### src/common/sram_defs.svh
`ifndef SRAM_DEFS_SVH
`define SRAM_DEFS_SVH

// strobe bus side

`define SRAM_BUS_W 32 // one bus word

// sram bank side

`define SRAM_AW 20 // word address per chip

`define SRAM_CHIPS 3 // chips in the bank

`define SRAM_DW 48 // shared data bus, 16 bits per chip

// low address bits that fall inside the sram window
// anything set above bit 21 is out of window
`define SRAM_WIN_BITS 22

`endif
### src/common/sram_pkg.sv
`default_nettype none

`include "sram_defs.svh"

package sram_pkg;

	typedef logic [`SRAM_BUS_W-1:0] word_t;
	typedef logic [`SRAM_BUS_W-1:0] bus_addr_t;

	typedef logic [`SRAM_AW-1:0] sram_addr_t; // bus address bits 21:2

	typedef logic [`SRAM_BUS_W/8-1:0] byte_en_t; // bit 0 is the low byte

	typedef logic [`SRAM_CHIPS-1:0] chip_vec_t; // active low, bit i is chip i

	typedef logic [`SRAM_DW-1:0] sram_data_t; // chip 0 on 15:0

	// controller sequence, one address phase then one data phase
	typedef enum logic [2:0] {
		st_idle,
		st_read,
		st_read_hold,
		st_write,
		st_write_hold
	} ctrl_state_t;

endpackage

`default_nettype wire

### src/sram/sram_ctrl.sv
`timescale 1ns/10ps
`default_nettype none

module sram_ctrl (
	input wire clk,
	input wire rst,

	input wire req,
	input wire sram_pkg::byte_en_t req_we,
	input wire sram_pkg::sram_addr_t req_addr,
	input wire sram_pkg::word_t req_data,
	output logic done,

	// control values for the next pin cycle
	output sram_pkg::chip_vec_t ce_n,
	output sram_pkg::chip_vec_t oe_n,
	output sram_pkg::chip_vec_t we_n,
	output sram_pkg::chip_vec_t ub_n,
	output sram_pkg::chip_vec_t lb_n,
	output sram_pkg::sram_addr_t addr,
	output sram_pkg::sram_data_t wdata,
	output logic capture
);

	localparam sram_pkg::chip_vec_t chips_off = 3'b111;
	localparam sram_pkg::chip_vec_t rd_chips_n = 3'b100; // chips 0 and 1
	localparam sram_pkg::chip_vec_t rd_bytes_n = 3'b000;
	localparam sram_pkg::chip_vec_t wr_chips_n = 3'b000;

	sram_pkg::ctrl_state_t state;
	sram_pkg::ctrl_state_t state_nx;
	sram_pkg::chip_vec_t wr_we_n;
	sram_pkg::chip_vec_t wr_ub_n;
	sram_pkg::chip_vec_t wr_lb_n;

	always_comb begin
		state_nx = state;
		case (state)
			sram_pkg::st_idle: begin
				if (req)
					state_nx = (|req_we) ? sram_pkg::st_write : sram_pkg::st_read;
			end
			sram_pkg::st_read: state_nx = sram_pkg::st_read_hold;
			sram_pkg::st_read_hold: state_nx = sram_pkg::st_idle;
			sram_pkg::st_write: state_nx = sram_pkg::st_write_hold;
			sram_pkg::st_write_hold: state_nx = sram_pkg::st_idle;
			default: state_nx = sram_pkg::st_idle;
		endcase
	end

	always_ff @(posedge clk) begin
		if (rst)
			state <= sram_pkg::st_idle;
		else
			state <= state_nx;
	end

	// byte enables 1:0 go to chip 0, 3:2 to chip 1, chip 2 never written
	assign wr_we_n = {1'b1, ~(req_we[3] | req_we[2]), ~(req_we[1] | req_we[0])};
	assign wr_ub_n = {1'b1, ~req_we[3], ~req_we[1]};
	assign wr_lb_n = {1'b1, ~req_we[2], ~req_we[0]};

	// pattern for the cycle the pins will show next
	always_comb begin
		ce_n = chips_off;
		oe_n = chips_off;
		we_n = chips_off;
		ub_n = chips_off;
		lb_n = chips_off;
		addr = '0;
		wdata = '0;
		case (state_nx)
			sram_pkg::st_read, sram_pkg::st_read_hold: begin
				ce_n = rd_chips_n;
				oe_n = rd_chips_n;
				ub_n = rd_bytes_n;
				lb_n = rd_bytes_n;
				addr = req_addr;
			end
			sram_pkg::st_write, sram_pkg::st_write_hold: begin
				ce_n = wr_chips_n;
				we_n = wr_we_n;
				ub_n = wr_ub_n;
				lb_n = wr_lb_n;
				addr = req_addr;
				wdata = sram_pkg::sram_data_t'(req_data); // upper chip gets zeros
			end
			default: begin
				ce_n = chips_off;
			end
		endcase
	end

	// pins are in the data phase while in a hold state
	assign capture = (state == sram_pkg::st_read_hold);
	assign done = (state == sram_pkg::st_read_hold) || (state == sram_pkg::st_write_hold);

endmodule

`default_nettype wire

### config.mk
export PLATFORM = sky130hd
export DESIGN_NAME = sram_ctrl
export DESIGN_NICKNAME = d
export VERILOG_FILES = /design/src/common/sram_pkg.sv /design/src/sram/sram_ctrl.sv
export VERILOG_INCLUDE_DIRS = /design/src /design/src/common
export SDC_FILE = /design/constraint.sdc
export NUM_CORES = 1
export LEC_CHECK = 0
export BUFFER_PORTS_ARGS = -buffer_cell sky130_fd_sc_hd__buf_2
export CAP_MARGIN = 20
export CORE_AREA = 2 2 57 59
export CTS_CLUSTER_SIZE = 40
export DETAILED_ROUTE_END_ITERATION = 10
export DIE_AREA = 0 0 59 61
export GPL_TIMING_DRIVEN = 0
export PLACE_DENSITY = 0.84
export SKIP_LAST_GASP = 1
export SLEW_MARGIN = 30
export SYNTH_ARGS = -nofsm -noshare
export SYNTH_HDL_FRONTEND = slang
export SYNTH_SLANG_ARGS = --single-unit
### constraint.sdc
create_clock -name clk -period 2.3 [get_ports clk]
set_clock_uncertainty 0.1 [all_clocks]
set_input_delay 0.115 -clock clk [delete_from_list [all_inputs] [get_ports clk]]
set_output_delay 0.115 -clock clk [all_outputs]
set_load 0.05 [all_outputs]
# [Word-level counts from Yosys, hierarchy flattened]
# Cells that the tools add are included.
[totals] ff_bits=3 latch_bits=0 ramBits=0 romBits=0 input_bits=59 out_inout_bits=85 elab_cells=33 memories=0
[classes] addsub=0 mul=0 div_mod_pow=0 n_lt_le_gt_ge=0 eq_ne=8 shifts=0 mux=10 bitwise=8 n_reduce_logical=6
[ops] operator="32-bit two-way mux" n=1
[ops] operator="20-bit two-way mux" n=1
[ops] operator="3-bit one-hot mux with 2 select lines" n=3
[ops] operator="3-bit by 2-bit equality test with 1-bit output, second input constant" n=4
[ops] operator="3-bit one-hot mux with 3 select lines" n=1
[ops] operator="4-bit OR reduction" n=2
[ops] operator="3-bit by 1-bit equality test with 1-bit output, second input constant" n=2
[ops] operator="3-bit equality test, second input constant" n=2
[ops] operator="2-bit two-way mux" n=3
[ops] operator="1-bit inverter" n=6
[ops] operator="2-bit OR reduction" n=2
[ops] operator="3-bit logical NOT" n=1
[ops] operator="3-bit two-way mux" n=1
[ops] operator="1-bit OR" n=2
[ops] operator="1-bit logical OR" n=1

# [Logic depth before layout (Yosys ltp)]
[depth] word_depth=7 depth_mapped=6 ltp_nobuf=3

# [Least setup slack after synthesis]
# OpenSTA, ideal clock, no wires.
[synth_path] kind="register -> output" startpoint="reg state[0]" endpoint="out wdata[22]" arrival_time_ns=1.708 t_required_ns=2.085 slack_ns=0.377 stages_incl_launch_ff=6 path_buffers=2 path_cell_list="dfxtp_1 -> buf_6 -> or4b_4 -> o21ai_4 -> buf_6 -> and2_1"
[synth_via] elab_chain_cells=5 word_cells_on_any_way=9 classes_between="4 x eq/ne; 3 x mux; 2 x reduce/logical"
[synth_rtl] item="start, declared" line="sram_ctrl.sv:30" text="sram_pkg::ctrl_state_t state;"
[synth_rtl] item="start signal, assigned" line="sram_ctrl.sv:53" text="state <= sram_pkg::st_idle;"
[synth_rtl] item="start signal, assigned" line="sram_ctrl.sv:55" text="state <= state_nx;"
[synth_rtl] item="3-bit by 2-bit equality test with 1-bit output (tied with other cells)" line="sram_ctrl.sv:38" text="case (state)"
[synth_rtl] item="3-bit one-hot mux with 3 select lines *" line="sram_ctrl.sv:38"
[synth_rtl] item="3-bit by 2-bit equality test with 1-bit output or 3-bit equality test (tied branches)" line="sram_ctrl.sv:72" text="case (state_nx)"
[synth_rtl] item="2-bit OR reduction *" line="sram_ctrl.sv:72"
[synth_rtl] item="32-bit two-way mux *" line="sram_ctrl.sv:72"
[synth_rtl] item="end, declared" line="sram_ctrl.sv:21" text="output sram_pkg::sram_data_t wdata,"
# Mark *: on every way between the ends. The rest lies on a longest branch, timed or not.

# [Worst setup path in the final report]
[layout_path] startpoint="reg state[0]" endpoint="out wdata[19]"
# The elaborated chain is that of the path after synthesis.

==> parameters.txt <==
Parameter                              Value

Run status
  Run status    complete, no violations

Logic synthesis
  Share of synthesized area occupied by flip-flops and latches    7.619%
  Mapped Area    788.3 µm²
  Post-synth top area share    41.27%
  Gate count of the mapped netlist    around 110
  Synthesized area divided by synthesized cell count    roughly 7.0 µm²
  Dominant cells by area after synthesis    sky130_fd_sc_hd__and2_1 41%, sky130_fd_sc_hd__buf_4 20%, sky130_fd_sc_hd__dfxtp_1 7.6%
  Flops & latches, synth    3
  Ys Warns    0
  Cell type with the highest aggregate area in the netlist    sky130_fd_sc_hd__and2_1
  Number of distinct library cells after synthesis    24

Setup path
  Endpoint class of the critical path    output pin
  Worst setup slack for register-to-register paths    around 1.1 ns
  Critical path data required time    2.09 ns
  Worst r2r dst    state[0]$_SDFF_PP0_
  Cells traversed along the worst timing path    buf_6, or4b_4, o21ai_4, buf_6, and2_1, buf_2
  CP max FO    10
  Worst-path cell with the longest stage delay    sky130_fd_sc_hd__or4b_4
  Critical path class    register to output pin
  Cell depth of the worst flop-to-flop path    3
  Data arrival time of the critical path    1.98 ns
  Delay of the slowest cell on the worst path    0.54 ns
  Type of origin of the critical path    register
  Dominant cell type by count on the critical path    sky130_fd_sc_hd__buf_6
  Startpoint of the lowest-slack register-to-register path    state[0]$_SDFF_PP0_

Pwr
  Leakage dissipation    between 0.9 and 1 nW
  Power share of the combinational group    82.7%
  Peak ir drop on the vdd network    0.2639 mV
  Pint    around 0.00031 W
  Net Switching    0.0005454 W
  Fraction of power spent switching nets    between 60% and 70%
  Clock share of power    10.7%
  Sequential cell fraction of total power    under 10%
  Power density normalized to cell area    roughly 550 nW/µm²
  Total power    0.0008583 W

Die
  Die Width    59 µm
  Row count    20
  Height of the chip    61 µm
  Die outline area    3599 µm²
  Number of top-level pins    144
  Initial standard-cell utilization of the core    26.69%
  Placeable Area    2953 µm²

Min path
  Worst Hold Path Cells    3
  Worst-case hold path end point    state[1]$_SDFF_PP0_
  Path class of the lowest-slack min-delay path    primary input to register
  Worst hold path startpoint    req

Timing
  Final Slew Violations    0
  Unrepaired setup endpoints after global routing    no
  Post-Route Setup TNS    0 ns
  Final hold violation count    0
  Worst Hold Margin    0.1315 ns
  Post-layout min period    2.191 ns
  Final cycle utilization of the critical path    a little over nine tenths
  FMAX    0.4565 GHz
  Final setup viols    0

Job
  Number of maximum-capacitance constraint violations    0

GRT
  Wire length of the first global-routing pass    3.594 mm
  Met2 global-route usage    25.87%
  Maximum number of pins on one net before global-route repair    11
  Gr busiest metal    met2
  Antenna violations before repair    0
  Met1 Usage GRT    between 10% and 20%
  GR met3 Demand/Resource    around 2.1%
  Overall routing resource usage    12.75%
  Via count of the first global-routing pass    915
  Total gr overflow    0

Clocking
  Max clock buf depth    2
  TritonCTS clock tree    done
  Clock buffers created by TritonCTS    3
  Clk_lat worst skew    0.23 ns
  Number of clock sinks    3
  H-tree depth reported by CTS    1
  Register clock-pin slew on the reported worst setup and hold paths    about 0.04 ns
  Clock Tree Root    sky130_fd_sc_hd__clkbuf_4

Drt
  DR vias/cell    4.065
  DRC violations left    0
  Routed Antenna Nets    0
  First-iteration detailed-routing DRC count    14
  Final WL    between 2 and 3 mm
  Final routed wire length divided by cell count    8.979 µm
  DR vias    around 1.2k
  Number of optimization iterations in the first detailed-route pass    4

Cells and area
  Fraction of final layout cells sized beyond drive strength 1    61.39%
  Nets@finish    between 300 and 400
  Max FFs per register    3
  Multi-input combinational cell area    roughly 560 µm²
  Area delta synth->final    98.41%
  Top reg by flops    state
  FF+latch area    60.06 µm²
  ANT cells    0
  Fill cells    297
  Largest registers    state x3

Placement
  Placer congestion estimate    0.7700
  IO Port Bufs    125
  DP Wirelength    2.370 mm
==> worst max path at each step <==
stage          slack (ns)                start   endpoint
2_1_floorplan        0.38  state[0]$_SDFF_PP0_  wdata[22]
3_3_place_gp         0.36  state[0]$_SDFF_PP0_  wdata[21]
3_5_place_dp         0.33  state[0]$_SDFF_PP0_  wdata[17]
4_1_cts              0.08  state[0]$_SDFF_PP0_  wdata[17]
5_1_grt             0.001  state[1]$_SDFF_PP0_  wdata[25]
6_report             0.11  state[0]$_SDFF_PP0_  wdata[19]
==> worst max-delay path, delay by kind of cell (launching register included) <==
| kind | cells | cell delay (ns) |
|---|---|---|
| AND/OR/NAND/NOR | 2 | 0.67 |
| buffers and inverters | 3 | 0.54 |
| flip-flops | 1 | 0.30 |
| AO/OA/AOI/OAI | 1 | 0.23 |
==> cell families after synthesis <==
group	after synthesis	synth area share, %
other cells	2	0.9527
xor+xnor	1	1.111
buf+inv	31	28.73
simple gates	65	52.54
flops	3	7.619
compound gates	11	9.048
==> power groups by stage <==
stage | logic, W | clock network, W | registers (W)
after floorplan | 0.000556 | 0 | 0.0000570
after global routing | 0.000750 | 0.000105 | 0.0000566
after CTS | 0.000711 | 0.0000960 | 0.0000564
final | 0.000710 | 0.0000919 | 0.0000565
after global placement | 0.000703 | 0 | 0.0000571
after detailed placement | 0.000708 | 0 | 0.0000572
==> cell type report <==
cell class | instances | area share, %
clock buffers | 4 | 1.680
repair buffers | 126 | 41.44
well taps | 33 | 2.640
flip-flops and latches | 3 | 3.840
plain buffers | 28 | 13.76
inverters | 3 | 0.7200
multi-input cells | 95 | 35.92
==> cells in the mapped netlist (all sizes together) <==
library cell,count
inv,3
conb,2
a21oi,3
nor3b,1
or3,2
or4,1
xnor2,1
nand3b,1
buf,26
nor2,3
nor2b,1
and2,52
clkbuf,2
nor4,2
nand2,1
o21ba,1
or4b,1
o21ai,7
dfxtp,3
==> per-stage QoR <==
step	utilization (%)	setup WS, ns	std cells	area [µm²]
finish	52.97	0.1093	292	1564
global route	52.97	0.001196	292	1564
CTS	52.54	0.07821	292	1551
detailed placement	51.31	0.3346	287	1515
global placement	51.31	0.3589	287	1515
floorplan	-	0.3771	129	848.3
==> timing repair <==
action | 4_1_cts | 5_1_grt
gates resized for setup | 0 | 5
endpoints found under the setup margin | 0 | 5
hold buffers | 1 | 0
endpoints found under the hold margin | 3 | 0
setup buffers | 0 | 0
==> cells in the final DEF, fill, tap and decap left out, drive strengths merged, types with 3 or more instances in the layout <==
cell type and n:
inv 3, clkbuf 11, buf 146, and2 52
dfxtp 3, conb 18, a21oi 3, nor2 3
o21ai 7
==> routing by layer <==
layer  wire length (µm)  up-vias  part of all wire [%]
met4                 11        0                  0.42
met1                847      490                    32
met5                  0        -                     0
li1                   -      603                     -
met3                346        2                    13
met2               1417       92                    54
No activity file was read; power rests on OpenSTA's default activity.
