--- config.mk ---
export PLATFORM = sky130hd
export DESIGN_NAME = bus_port
export DESIGN_NICKNAME = d
export VERILOG_FILES = /design/src/common/sram_pkg.sv /design/src/hw/bus_port.sv
export VERILOG_INCLUDE_DIRS = /design/src /design/src/common
export SDC_FILE = /design/constraint.sdc
export NUM_CORES = 1
export LEC_CHECK = 0
export BUFFER_PORTS_ARGS = -buffer_cell sky130_fd_sc_hd__buf_2
export CAP_MARGIN = 10
export CORE_MARGIN = 3
export CORE_UTILIZATION = 39
export CTS_CLUSTER_SIZE = 12
export DETAILED_ROUTE_END_ITERATION = 12
export PLACE_DENSITY = 0.87
export SLEW_MARGIN = 40
export SYNTH_ARGS = -nofsm -noshare
export SYNTH_HDL_FRONTEND = slang
export SYNTH_SLANG_ARGS = --single-unit
export TNS_END_PERCENT = 20
--- constraint.sdc ---
create_clock -name clk -period 6.8 [get_ports clk]
set_input_delay 1.36 -clock clk [delete_from_list [all_inputs] [get_ports clk]]
set_output_delay 1.36 -clock clk [all_outputs]
set_load 0.005 [all_outputs]
--- src/common/sram_defs.svh ---
`ifndef SRAM_DEFS_SVH
`define SRAM_DEFS_SVH

// strobe bus side

`define SRAM_BUS_W 32 // one bus word

// sram bank side

`define SRAM_AW 20 // word address per chip

`define SRAM_CHIPS 3 // chips in the bank

`define SRAM_DW 48 // shared data bus, 16 bits per chip

// low address bits that fall inside the sram window
// anything set above bit 21 is out of window
`define SRAM_WIN_BITS 22

`endif
--- src/common/sram_pkg.sv ---
`default_nettype none

`include "sram_defs.svh"

package sram_pkg;

	typedef logic [`SRAM_BUS_W-1:0] word_t;
	typedef logic [`SRAM_BUS_W-1:0] bus_addr_t;

	typedef logic [`SRAM_AW-1:0] sram_addr_t; // bus address bits 21:2

	typedef logic [`SRAM_BUS_W/8-1:0] byte_en_t; // bit 0 is the low byte

	typedef logic [`SRAM_CHIPS-1:0] chip_vec_t; // active low, bit i is chip i

	typedef logic [`SRAM_DW-1:0] sram_data_t; // chip 0 on 15:0

	// controller sequence, one address phase then one data phase
	typedef enum logic [2:0] {
		st_idle,
		st_read,
		st_read_hold,
		st_write,
		st_write_hold
	} ctrl_state_t;

endpackage

`default_nettype wire

--- src/hw/bus_port.sv ---
`timescale 1ns/10ps
`default_nettype none

`include "sram_defs.svh"

module bus_port (
	input wire clk,
	input wire rst,

	input wire wb_stb,
	input wire sram_pkg::bus_addr_t wb_addr,
	input wire sram_pkg::byte_en_t wb_we,
	input wire sram_pkg::word_t wb_din,
	output sram_pkg::word_t wb_dout,
	output logic wb_nak,
	output logic wb_err,

	output logic req,
	output sram_pkg::byte_en_t req_we,
	output sram_pkg::sram_addr_t req_addr,
	output sram_pkg::word_t req_data,
	input wire done,
	input wire sram_pkg::word_t rdata
);

	typedef enum logic [1:0] {
		bp_idle,
		bp_busy,
		bp_complete
	} bp_state_t;

	bp_state_t state;
	logic err_q;
	logic out_of_win;

	assign out_of_win = |wb_addr[`SRAM_BUS_W-1:`SRAM_WIN_BITS];

	// completion and idle both sample the strobe at their closing edge
	always_ff @(posedge clk) begin
		if (rst) begin
			state <= bp_idle;
			req <= 1'b0;
			err_q <= 1'b0;
		end else begin
			req <= 1'b0; // one cycle pulse
			case (state)
				bp_idle, bp_complete: begin
					if (wb_stb) begin
						err_q <= out_of_win;
						if (out_of_win)
							state <= bp_complete; // error answered at once
						else begin
							state <= bp_busy;
							req <= 1'b1;
						end
					end else
						state <= bp_idle;
				end
				bp_busy: begin
					if (done)
						state <= bp_complete;
				end
				default: state <= bp_idle;
			endcase
		end
	end

	// request payload held until completion
	always_ff @(posedge clk) begin
		if ((state != bp_busy) && wb_stb) begin
			req_we <= wb_we;
			req_addr <= wb_addr[`SRAM_WIN_BITS-1:2];
			req_data <= wb_din;
		end
	end

	assign wb_nak = (state != bp_complete);
	assign wb_err = (state == bp_complete) && err_q;
	assign wb_dout = ((state == bp_complete) && !err_q && (req_we == '0)) ? rdata : '0;

endmodule

`default_nettype wire

# Yosys cells after proc, flatten, opt, wreduce, memory -nomap -nowiden
# Cells that the tools add are included.
# word_totals
out_inout_bits	91
input_bits	104
reg_bits	60
# classes
eq_ne	5
mux	6
n_bitwise	2
n_reduce_logical	11
# ops
operator	count
$mux 32	1
$reduce_or 10->1	1
$mux 2	3
$logic_and 1x1->1	4
$logic_not 4->1	1
$ne 2x2->1 const B	2
$pmux 2 s2	1
$reduce_or 3->1	1
$eq 2x1->1 const B	1
$eq 2x2->1 const B	1
$logic_not 2->1	1
$ne 2x1->1 const B	1
$not 1->1	2
$reduce_and 2->1	1
$reduce_or 2->1	1
$logic_not 1->1	1
$mux 1	1

# Depth between registers and ports, before layout
# Gate-level depths: netlist of the first run.
# depth
depth_word	4
depth_mapped	4
depth_no_buf	3

# Least setup slack after synthesis of the first run
# Ideal clock, no wire load.
# synth_timing
kind	input to register
from	in wb_stb
to	reg req_addr[0] (enable)
path_slack_ns	3.692
arrival_ns	2.688
t_required_ns	6.381
setup_ns	0.419
cell_stages	1
path_cell_list	and2_1
# synth_via
elab_chain_cells	1
# synth_rtl
element	line	text
start, declared	bus_port.sv:10	input wire wb_stb,
$logic_and 1x1->1	bus_port.sv:70	if ((state != bp_busy) && wb_stb) begin
end signal, assigned	bus_port.sv:72	req_addr <= wb_addr[`SRAM_WIN_BITS-1:2];
end, declared	bus_port.sv:20	output sram_pkg::sram_addr_t req_addr,
# No other way between the ends.
# A chain may end at the register's enable or synchronous reset.

# Worst setup path in the final report of the first run
# layout_timing
from	reg req_we[1]
to	out wb_dout[7]
# layout_via
elab_chain_cells	3
# layout_rtl
element	line	text
start, declared	bus_port.sv:19	output sram_pkg::byte_en_t req_we,
start signal, assigned	bus_port.sv:71	req_we <= wb_we;
$logic_not 4->1	bus_port.sv:79	assign wb_dout = ((state == bp_complete) && !err_q && (req_we == '0)) ? rdata : '0;
$logic_and 1x1->1	bus_port.sv:79	
$mux 32	bus_port.sv:79	
end, declared	bus_port.sv:14	output sram_pkg::word_t wb_dout,
# No other way between the ends.

==> metrics.cfg, run 1 <==
[setup_path]
timing.rr.start = state[1]$_SDFFE_PP0P_
r2r_cells = 2
arrival_ns = 2.20
rr_endpoint = req_addr[11]$_DFFE_PP_
cp-startpoint = req_we[1]$_DFFE_PP_
crit_fanout = 32
critPathRequiredTime_ns = 5.44
cp-start-kind = flop
end_kind = output port
path_class = reg -> out
rrSetupSlack_ns = 5.31

[global_route]
grt-ovfl-total = 0
grt_pass1_vias = 1793
grt_max_degree = 57
globalRouteTotalUtil_pct = 18.4
antenna_found_initial = 0
grt_pass1_wl_mm = 8.51

[floorplanning]
rows = 26
ios = 195
die_width_um = 79.6
initial_core_util_pct = 40.9
die_area_um2 = 6340
core_region_area_um2 = 5170
die_y_um = 79.6

[timing]
maxSlewViolCount = 0
post-route-min-period_ns = 3.56
fin_crit_sh_pct = 52.3
tns_ns = 0
maxSlewHeadroom_pct = 51.6
hold_ws_ns = 0.489
fmaxAchievable_ghz = 0.281
finClkSkew_ns = 0.00805
finalSetupViolCount = 0
rsz0062_at_grt = false
tightestPinTransition_ns = 0.724
finalHoldViolations = 0

[worst_hold_path]
min_from = err_q$_SDFFE_PP0P_
min_path_type = reg -> reg
whs_endpoint = err_q$_SDFFE_PP0P_
min_path_cells = 2

[route]
drtIter0Drc = 64
wl_mm = 5.96
drc_errors = 0
num_vias = 1716
drt_first_pass_iters = 4
routed_via_density = 4.42
ant_nets = 0
wl_per_cell_um = 15.4

[yosys]
synth.largest_area_cell = edfxtp_1
syn_area_um2 = 2110
synth_seq_cells = 60
avgSynthCellArea_um2 = 18.4
syn_nets = 219
ys_seq_area_share_pct = 83.4
synth_top_area_share_pct = 79.6
syn-instance-count = 115
synth_cell_types = 18
synth_warnings = 0
ys_top_cells_by_area = edfxtp_1, and2_1, dfxtp_1

[clock_network]
cts_buffers = 9
cts_resized = 0
post_cts_buffers = 0
cts_tree = built
path_clk_slew_ns = 0.06
cts.path.max_buffers = 2
clock_latency_ns = 0.32
ctsHoldBuffers = 0
cts.sinks = 60
htree_num_levels = 3
cts_root_buffer = clkbuf_8

[placed_design]
io_buffers = 192
placed_area_um2 = 3160
dpl.hpwl_mm = 4.84
gp_congestion = 0.711

[pwr]
vdd_drop_max_uv = 187
switchingPower_uw = 149
power.internal_uw = 622
power_density_nw_per_um2 = 232
comb_power_share_pct = 7.9
pwr-share-seq_pct = 55.9
swShare_pct = 19.3
leakagePower_uw = 0.00162
clockPowerShare_pct = 36.1
total_power_uw = 771

[finish]
drive_gt1_share_pct = 65.4
utilization_pct = 64.4
final_nets = 419
fin_area_um2 = 3330
syn_to_final_growth_pct = 57.5
num_antenna_cells = 0

[run_status]
status = finished, final reports clean

[flow_run]
drv_cap = 0

[final cells by class]
cell class	instances	area, um2
Sequential cell	60	1760
Multi-Input combinational cell	51	345
Tap cell	70	87.6
Timing Repair Buffer	192	961
Clock buffer	10	128
Inverter	1	3.75
Clock inverter	4	42.5
Fill cell	423	1840
[power groups by stage]
stage | Sequential (uW) | Combinational, uW | Clock (uW)
2_1_floorplan | 442 | 8.44 | 0
3_3_place_gp | 438 | 59.5 | 0
3_5_place_dp | 439 | 62.2 | 0
4_1_cts | 432 | 62.3 | 288
5_1_grt | 433 | 68.0 | 307
6_report | 431 | 61.3 | 279
[through the flow]
stage	setup slack (ns)	instances
5_1_grt	3.06	388
3_5_place_dp	3.55	374
6_report	3.24	388
4_1_cts	3.20	388
2_1_floorplan	3.69	115
3_3_place_gp	3.31	374
[cell usage after synthesis]
library cell,number
dfxtp_1,4
inv_1,1
nor3_1,1
nand2b_1,3
or4_1,2
or3_1,1
nor2b_1,1
nand2_1,1
or4_4,2
clkbuf_1,3
and2_1,33
o31ai_2,1
nor2_1,1
a21oi_1,2
edfxtp_1,56
nor3_2,1
o41ai_1,1
nand3b_1,1
[registers in the layout, indices dropped and copies added (netlist names)]
signal and cells:
err_q 1, req 1, req_addr 20, req_data 32, req_we 4, state 2
[worst max-delay path: stages, from the launching register on]
cell and delay [ns]:
edfxtp_1 0.39, or4_1 0.56, nor3_4 0.58, and2_1 0.24, buf_2 0.12
[metal layers]
layer | vias up | GRT usage (%) | share of wire [%]
met2 | 133 | 33.2 | 53
met5 | - | 0 | 0
li1 | 819 | - | -
met1 | 754 | 16.4 | 31
met3 | 10 | 9.93 | 15
met4 | 0 | 8.76 | 1.5
[how the worst max path moves through the flow]
stage | endpoint | slack, ns | cells past startpoint
after floorplan | req_addr[0]$_DFFE_PP_ | 3.69 | 1
after global placement | wb_dout[16] | 3.31 | 4
after detailed placement | wb_dout[16] | 3.55 | 4
after CTS | wb_dout[16] | 3.20 | 4
after global routing | wb_dout[20] | 3.06 | 4
final | wb_dout[7] | 3.24 | 4
[logic make-up after synthesis]
| family | share of synthesized area (%) |
|---|---|
| flip-flops | 83.4 |
| AND/OR/NAND/NOR | 14.4 |
| AO/OA/AOI/OAI | 1.48 |
| buffers and inverters | 0.710 |
[cell usage in the layout (no fill, tap or decap), drive strengths merged]
| master | count |
|---|---|
| dfxtp | 4 |
| and2 | 33 |
| inv | 1 |
| a21oi | 2 |
| o31ai | 1 |
| or3 | 1 |
| o41ai | 1 |
| edfxtp | 56 |
| buf | 192 |
| bufinv | 1 |
| nor3 | 2 |
| nand2b | 3 |
| clkinv | 3 |
| or4 | 4 |
| nor2 | 1 |
| clkbuf | 10 |
| nor2b | 1 |
| nand2 | 1 |
| nand3b | 1 |
Note: power is estimated with default switching activity, not from simulation.
==> run 2: changes to the inputs <==
ABC_AREA = 1   (was default)
CORE_UTILIZATION = 38   (was 39)
PLACE_DENSITY = 0.83   (was 0.87)
clock period = 3.5 ns   (was 6.8 ns; I/O delays follow)
==> metrics.cfg, run 2 <==
[timing]
finalHoldViolations = 0  ; unchanged
tightestPinTransition_ns = 0.521  ; -0.203 ns
fmaxAchievable_ghz = 0.391
maxSlewHeadroom_pct = 65.2  ; +14 points
tns_ns = 0  ; unchanged
rsz0062_at_grt = false
finalSetupViolCount = 0  ; unchanged
post-route-min-period_ns = 2.55
finClkSkew_ns = 0.00752  ; -0.000527 ns
fin_ws_ns = 0.945  ; -2.30 ns
hold_ws_ns = 0.504  ; +0.0147 ns
fin_crit_sh_pct = 73.0
maxSlewViolCount = 0  ; unchanged

[clock_network]
ctsHoldBuffers = 0  ; unchanged
cts_resized = 0  ; unchanged
post_cts_buffers = 0  ; unchanged
cts_tree = built
path_clk_slew_ns = 0.07  ; about the same
cts.path.max_buffers = 2  ; unchanged
clock_latency_ns = 0.32  ; about the same
cts.sinks = 60  ; unchanged
htree_num_levels = 3  ; unchanged
cts_root_buffer = clkbuf_8
cts_buffers = 9  ; unchanged

[finish]
utilization_pct = 62.5  ; -1.9 points
num_antenna_cells = 0  ; unchanged
multi_input_area_um2 = 343  ; -0.72%
final_nets = 463  ; +11%
fill_cells = 478  ; +13%
regArea_um2 = 1760  ; unchanged
largest_register_ffs = 32  ; unchanged
drive_gt1_share_pct = 66.9  ; +1.5 points
fin_area_um2 = 3520  ; +5.9%
regMostFlops = req_data
layout_commonest_cell = buf_2
most-common-layout-cells = buf_2, edfxtp_1, inv_1
top_regs = req_data: 32 flops, req_addr: 20 flops, req_we: 4 flops
syn_to_final_growth_pct = 55.9

[global_route]
globalRouteTotalUtil_pct = 17.7  ; -0.69 points
grt-ovfl-total = 0  ; unchanged
grt_pass1_vias = 2019  ; +13%
grt_max_degree = 34  ; -40%
antenna_found_initial = 0  ; unchanged
grt_pass1_wl_mm = 9.49  ; +12%

[pwr]
clockPowerShare_pct = 36.8  ; +0.7 points
power.internal_uw = 1230  ; +97%
vdd_drop_max_uv = 405  ; +120%
pwr-share-seq_pct = 54.3  ; -1.6 points
comb_power_share_pct = 9.0  ; +1.1 points
switchingPower_uw = 317  ; +110%
swShare_pct = 20.5  ; +1.2 points
power_density_nw_per_um2 = 438  ; +89%
leakagePower_uw = 0.00182  ; +13%

[floorplanning]
core_region_area_um2 = 5640  ; +9.1%
die_width_um = 83.1  ; +4.4%
die_y_um = 83.1  ; +4.4%
ios = 195  ; unchanged
rows = 27  ; +3.8%
initial_core_util_pct = 40.1  ; -0.78 points
die_area_um2 = 6910  ; +9.1%

[yosys]
synth_seq_cells = 60  ; unchanged
ys_top_cells_by_area = edfxtp_1, nor2_2, inv_1
synth_common_cells = edfxtp_1, inv_1, nor2_2
synth_top_area_share_pct = 74.4  ; -5.2 points
syn_area_um2 = 2260  ; +7.0%
synth_ff_type = edfxtp_1
syn_nets = 261  ; +19%
post-synth-top-count-cell = edfxtp_1
avgSynthCellArea_um2 = 14.4  ; -22%
synth_edf_count = 56  ; unchanged
synth_warnings = 0  ; unchanged
synth_cell_types = 18  ; unchanged
async_flop_share_pct = 0  ; unchanged
synth.largest_area_cell = edfxtp_1
ys_seq_area_share_pct = 77.9  ; -5.4 points
syn-instance-count = 157  ; +37%

[route]
routed_via_density = 4.24  ; -4.1%
wl_mm = 5.82  ; -2.4%
drc_errors = 0  ; unchanged
num_vias = 1845  ; +7.5%
ant_nets = 0  ; unchanged
drt_first_pass_iters = 4  ; unchanged
drtIter0Drc = 75  ; +17%
wl_per_cell_um = 13.4  ; -13%

[flow_run]
drv_cap = 0  ; unchanged

[placed_design]
dpl.hpwl_mm = 4.76  ; -1.7%
gp_congestion = 0.788  ; +11%
post-place-ws_ns = 1.06  ; -2.50 ns
placed_area_um2 = 3310  ; +4.8%
io_buffers = 192  ; unchanged

[setup_path]
path_class = reg -> out
cp_cell_sequence = nor3_1, nand2_4, nor2_1, buf_2
cp_slowest_cell = nor3_1
end_kind = output port
cp-start-kind = flop
cp_slowest_stage_delay_ns = 0.42  ; -0.16 ns
arrival_ns = 1.85  ; -0.35 ns
crit_fanout = 32  ; unchanged
critPathRequiredTime_ns = 2.80  ; -2.64 ns

[run_status]
status = finished, final reports clean

[worst_hold_path]
min_path_type = reg -> reg

[run 2: cells by family after synthesis]
| logic type | synth area share (%) |
|---|---|
| flops | 77.9 |
| simple gates | 13.1 |
| buf+inv | 7.64 |
| compound gates | 1.33 |
[run 2: area by class of cell]
| type | instances | share of cell area [%] |
|---|---|---|
| Timing Repair Buffer | 194 | 28.6 |
| Clock buffer | 11 | 3.73 |
| Multi-Input combinational cell | 57 | 9.73 |
| Clock inverter | 4 | 1.46 |
| Tap cell | 72 | 2.56 |
| Inverter | 37 | 3.94 |
| Sequential cell | 60 | 50.0 |
[run 2: per-stage QoR]
step | total power, uW | std cells
2_1_floorplan | 889 | 157
3_3_place_gp | 984 | 419
3_5_place_dp | 990 | 419
4_1_cts | 1560 | 434
5_1_grt | 1630 | 435
6_report | 1540 | 435
[run 2: power groups by stage]
stage	registers, uW	logic, uW	clock network (uW)
after global routing	841	155	630
after CTS	839	137	586
final	838	138	568
after detailed placement	854	136	0
after floorplan	860	29.4	0
after global placement	851	133	0
[run 2: per-layer routing]
| metal | track usage [%] | vias up | wire length [um] |
|---|---|---|---|
| met2 | 30.5 | 125 | 3060 |
| met1 | 17.3 | 801 | 1870 |
| li1 | - | 907 | - |
| met5 | 0 | - | 0 |
| met4 | 7.73 | 0 | 138 |
| met3 | 9.82 | 12 | 746 |
[run 2: critical path: cells and delay by family (launching register included)]
family | cells | cell delay [ns]
buf+inv | 1 | 0.14
simple gates | 3 | 1.00
flops | 1 | 0.39
[run 2: path summary, 6_finish.rpt]
| check | depth (start not counted) | end | start | slack, ns |
|---|---|---|---|---|
| worst max-delay path | 4 | wb_dout[31] | req_we[0]$_DFFE_PP_ | 0.95 |
| worst min-delay path | 2 | err_q$_SDFFE_PP0P_ | err_q$_SDFFE_PP0P_ | 0.50 |
| worst min register to register | 2 | err_q$_SDFFE_PP0P_ | err_q$_SDFFE_PP0P_ | 0.50 |
| worst max register to register | 3 | req_data[27]$_DFFE_PP_ | state[1]$_SDFFE_PP0P_ | 2.14 |
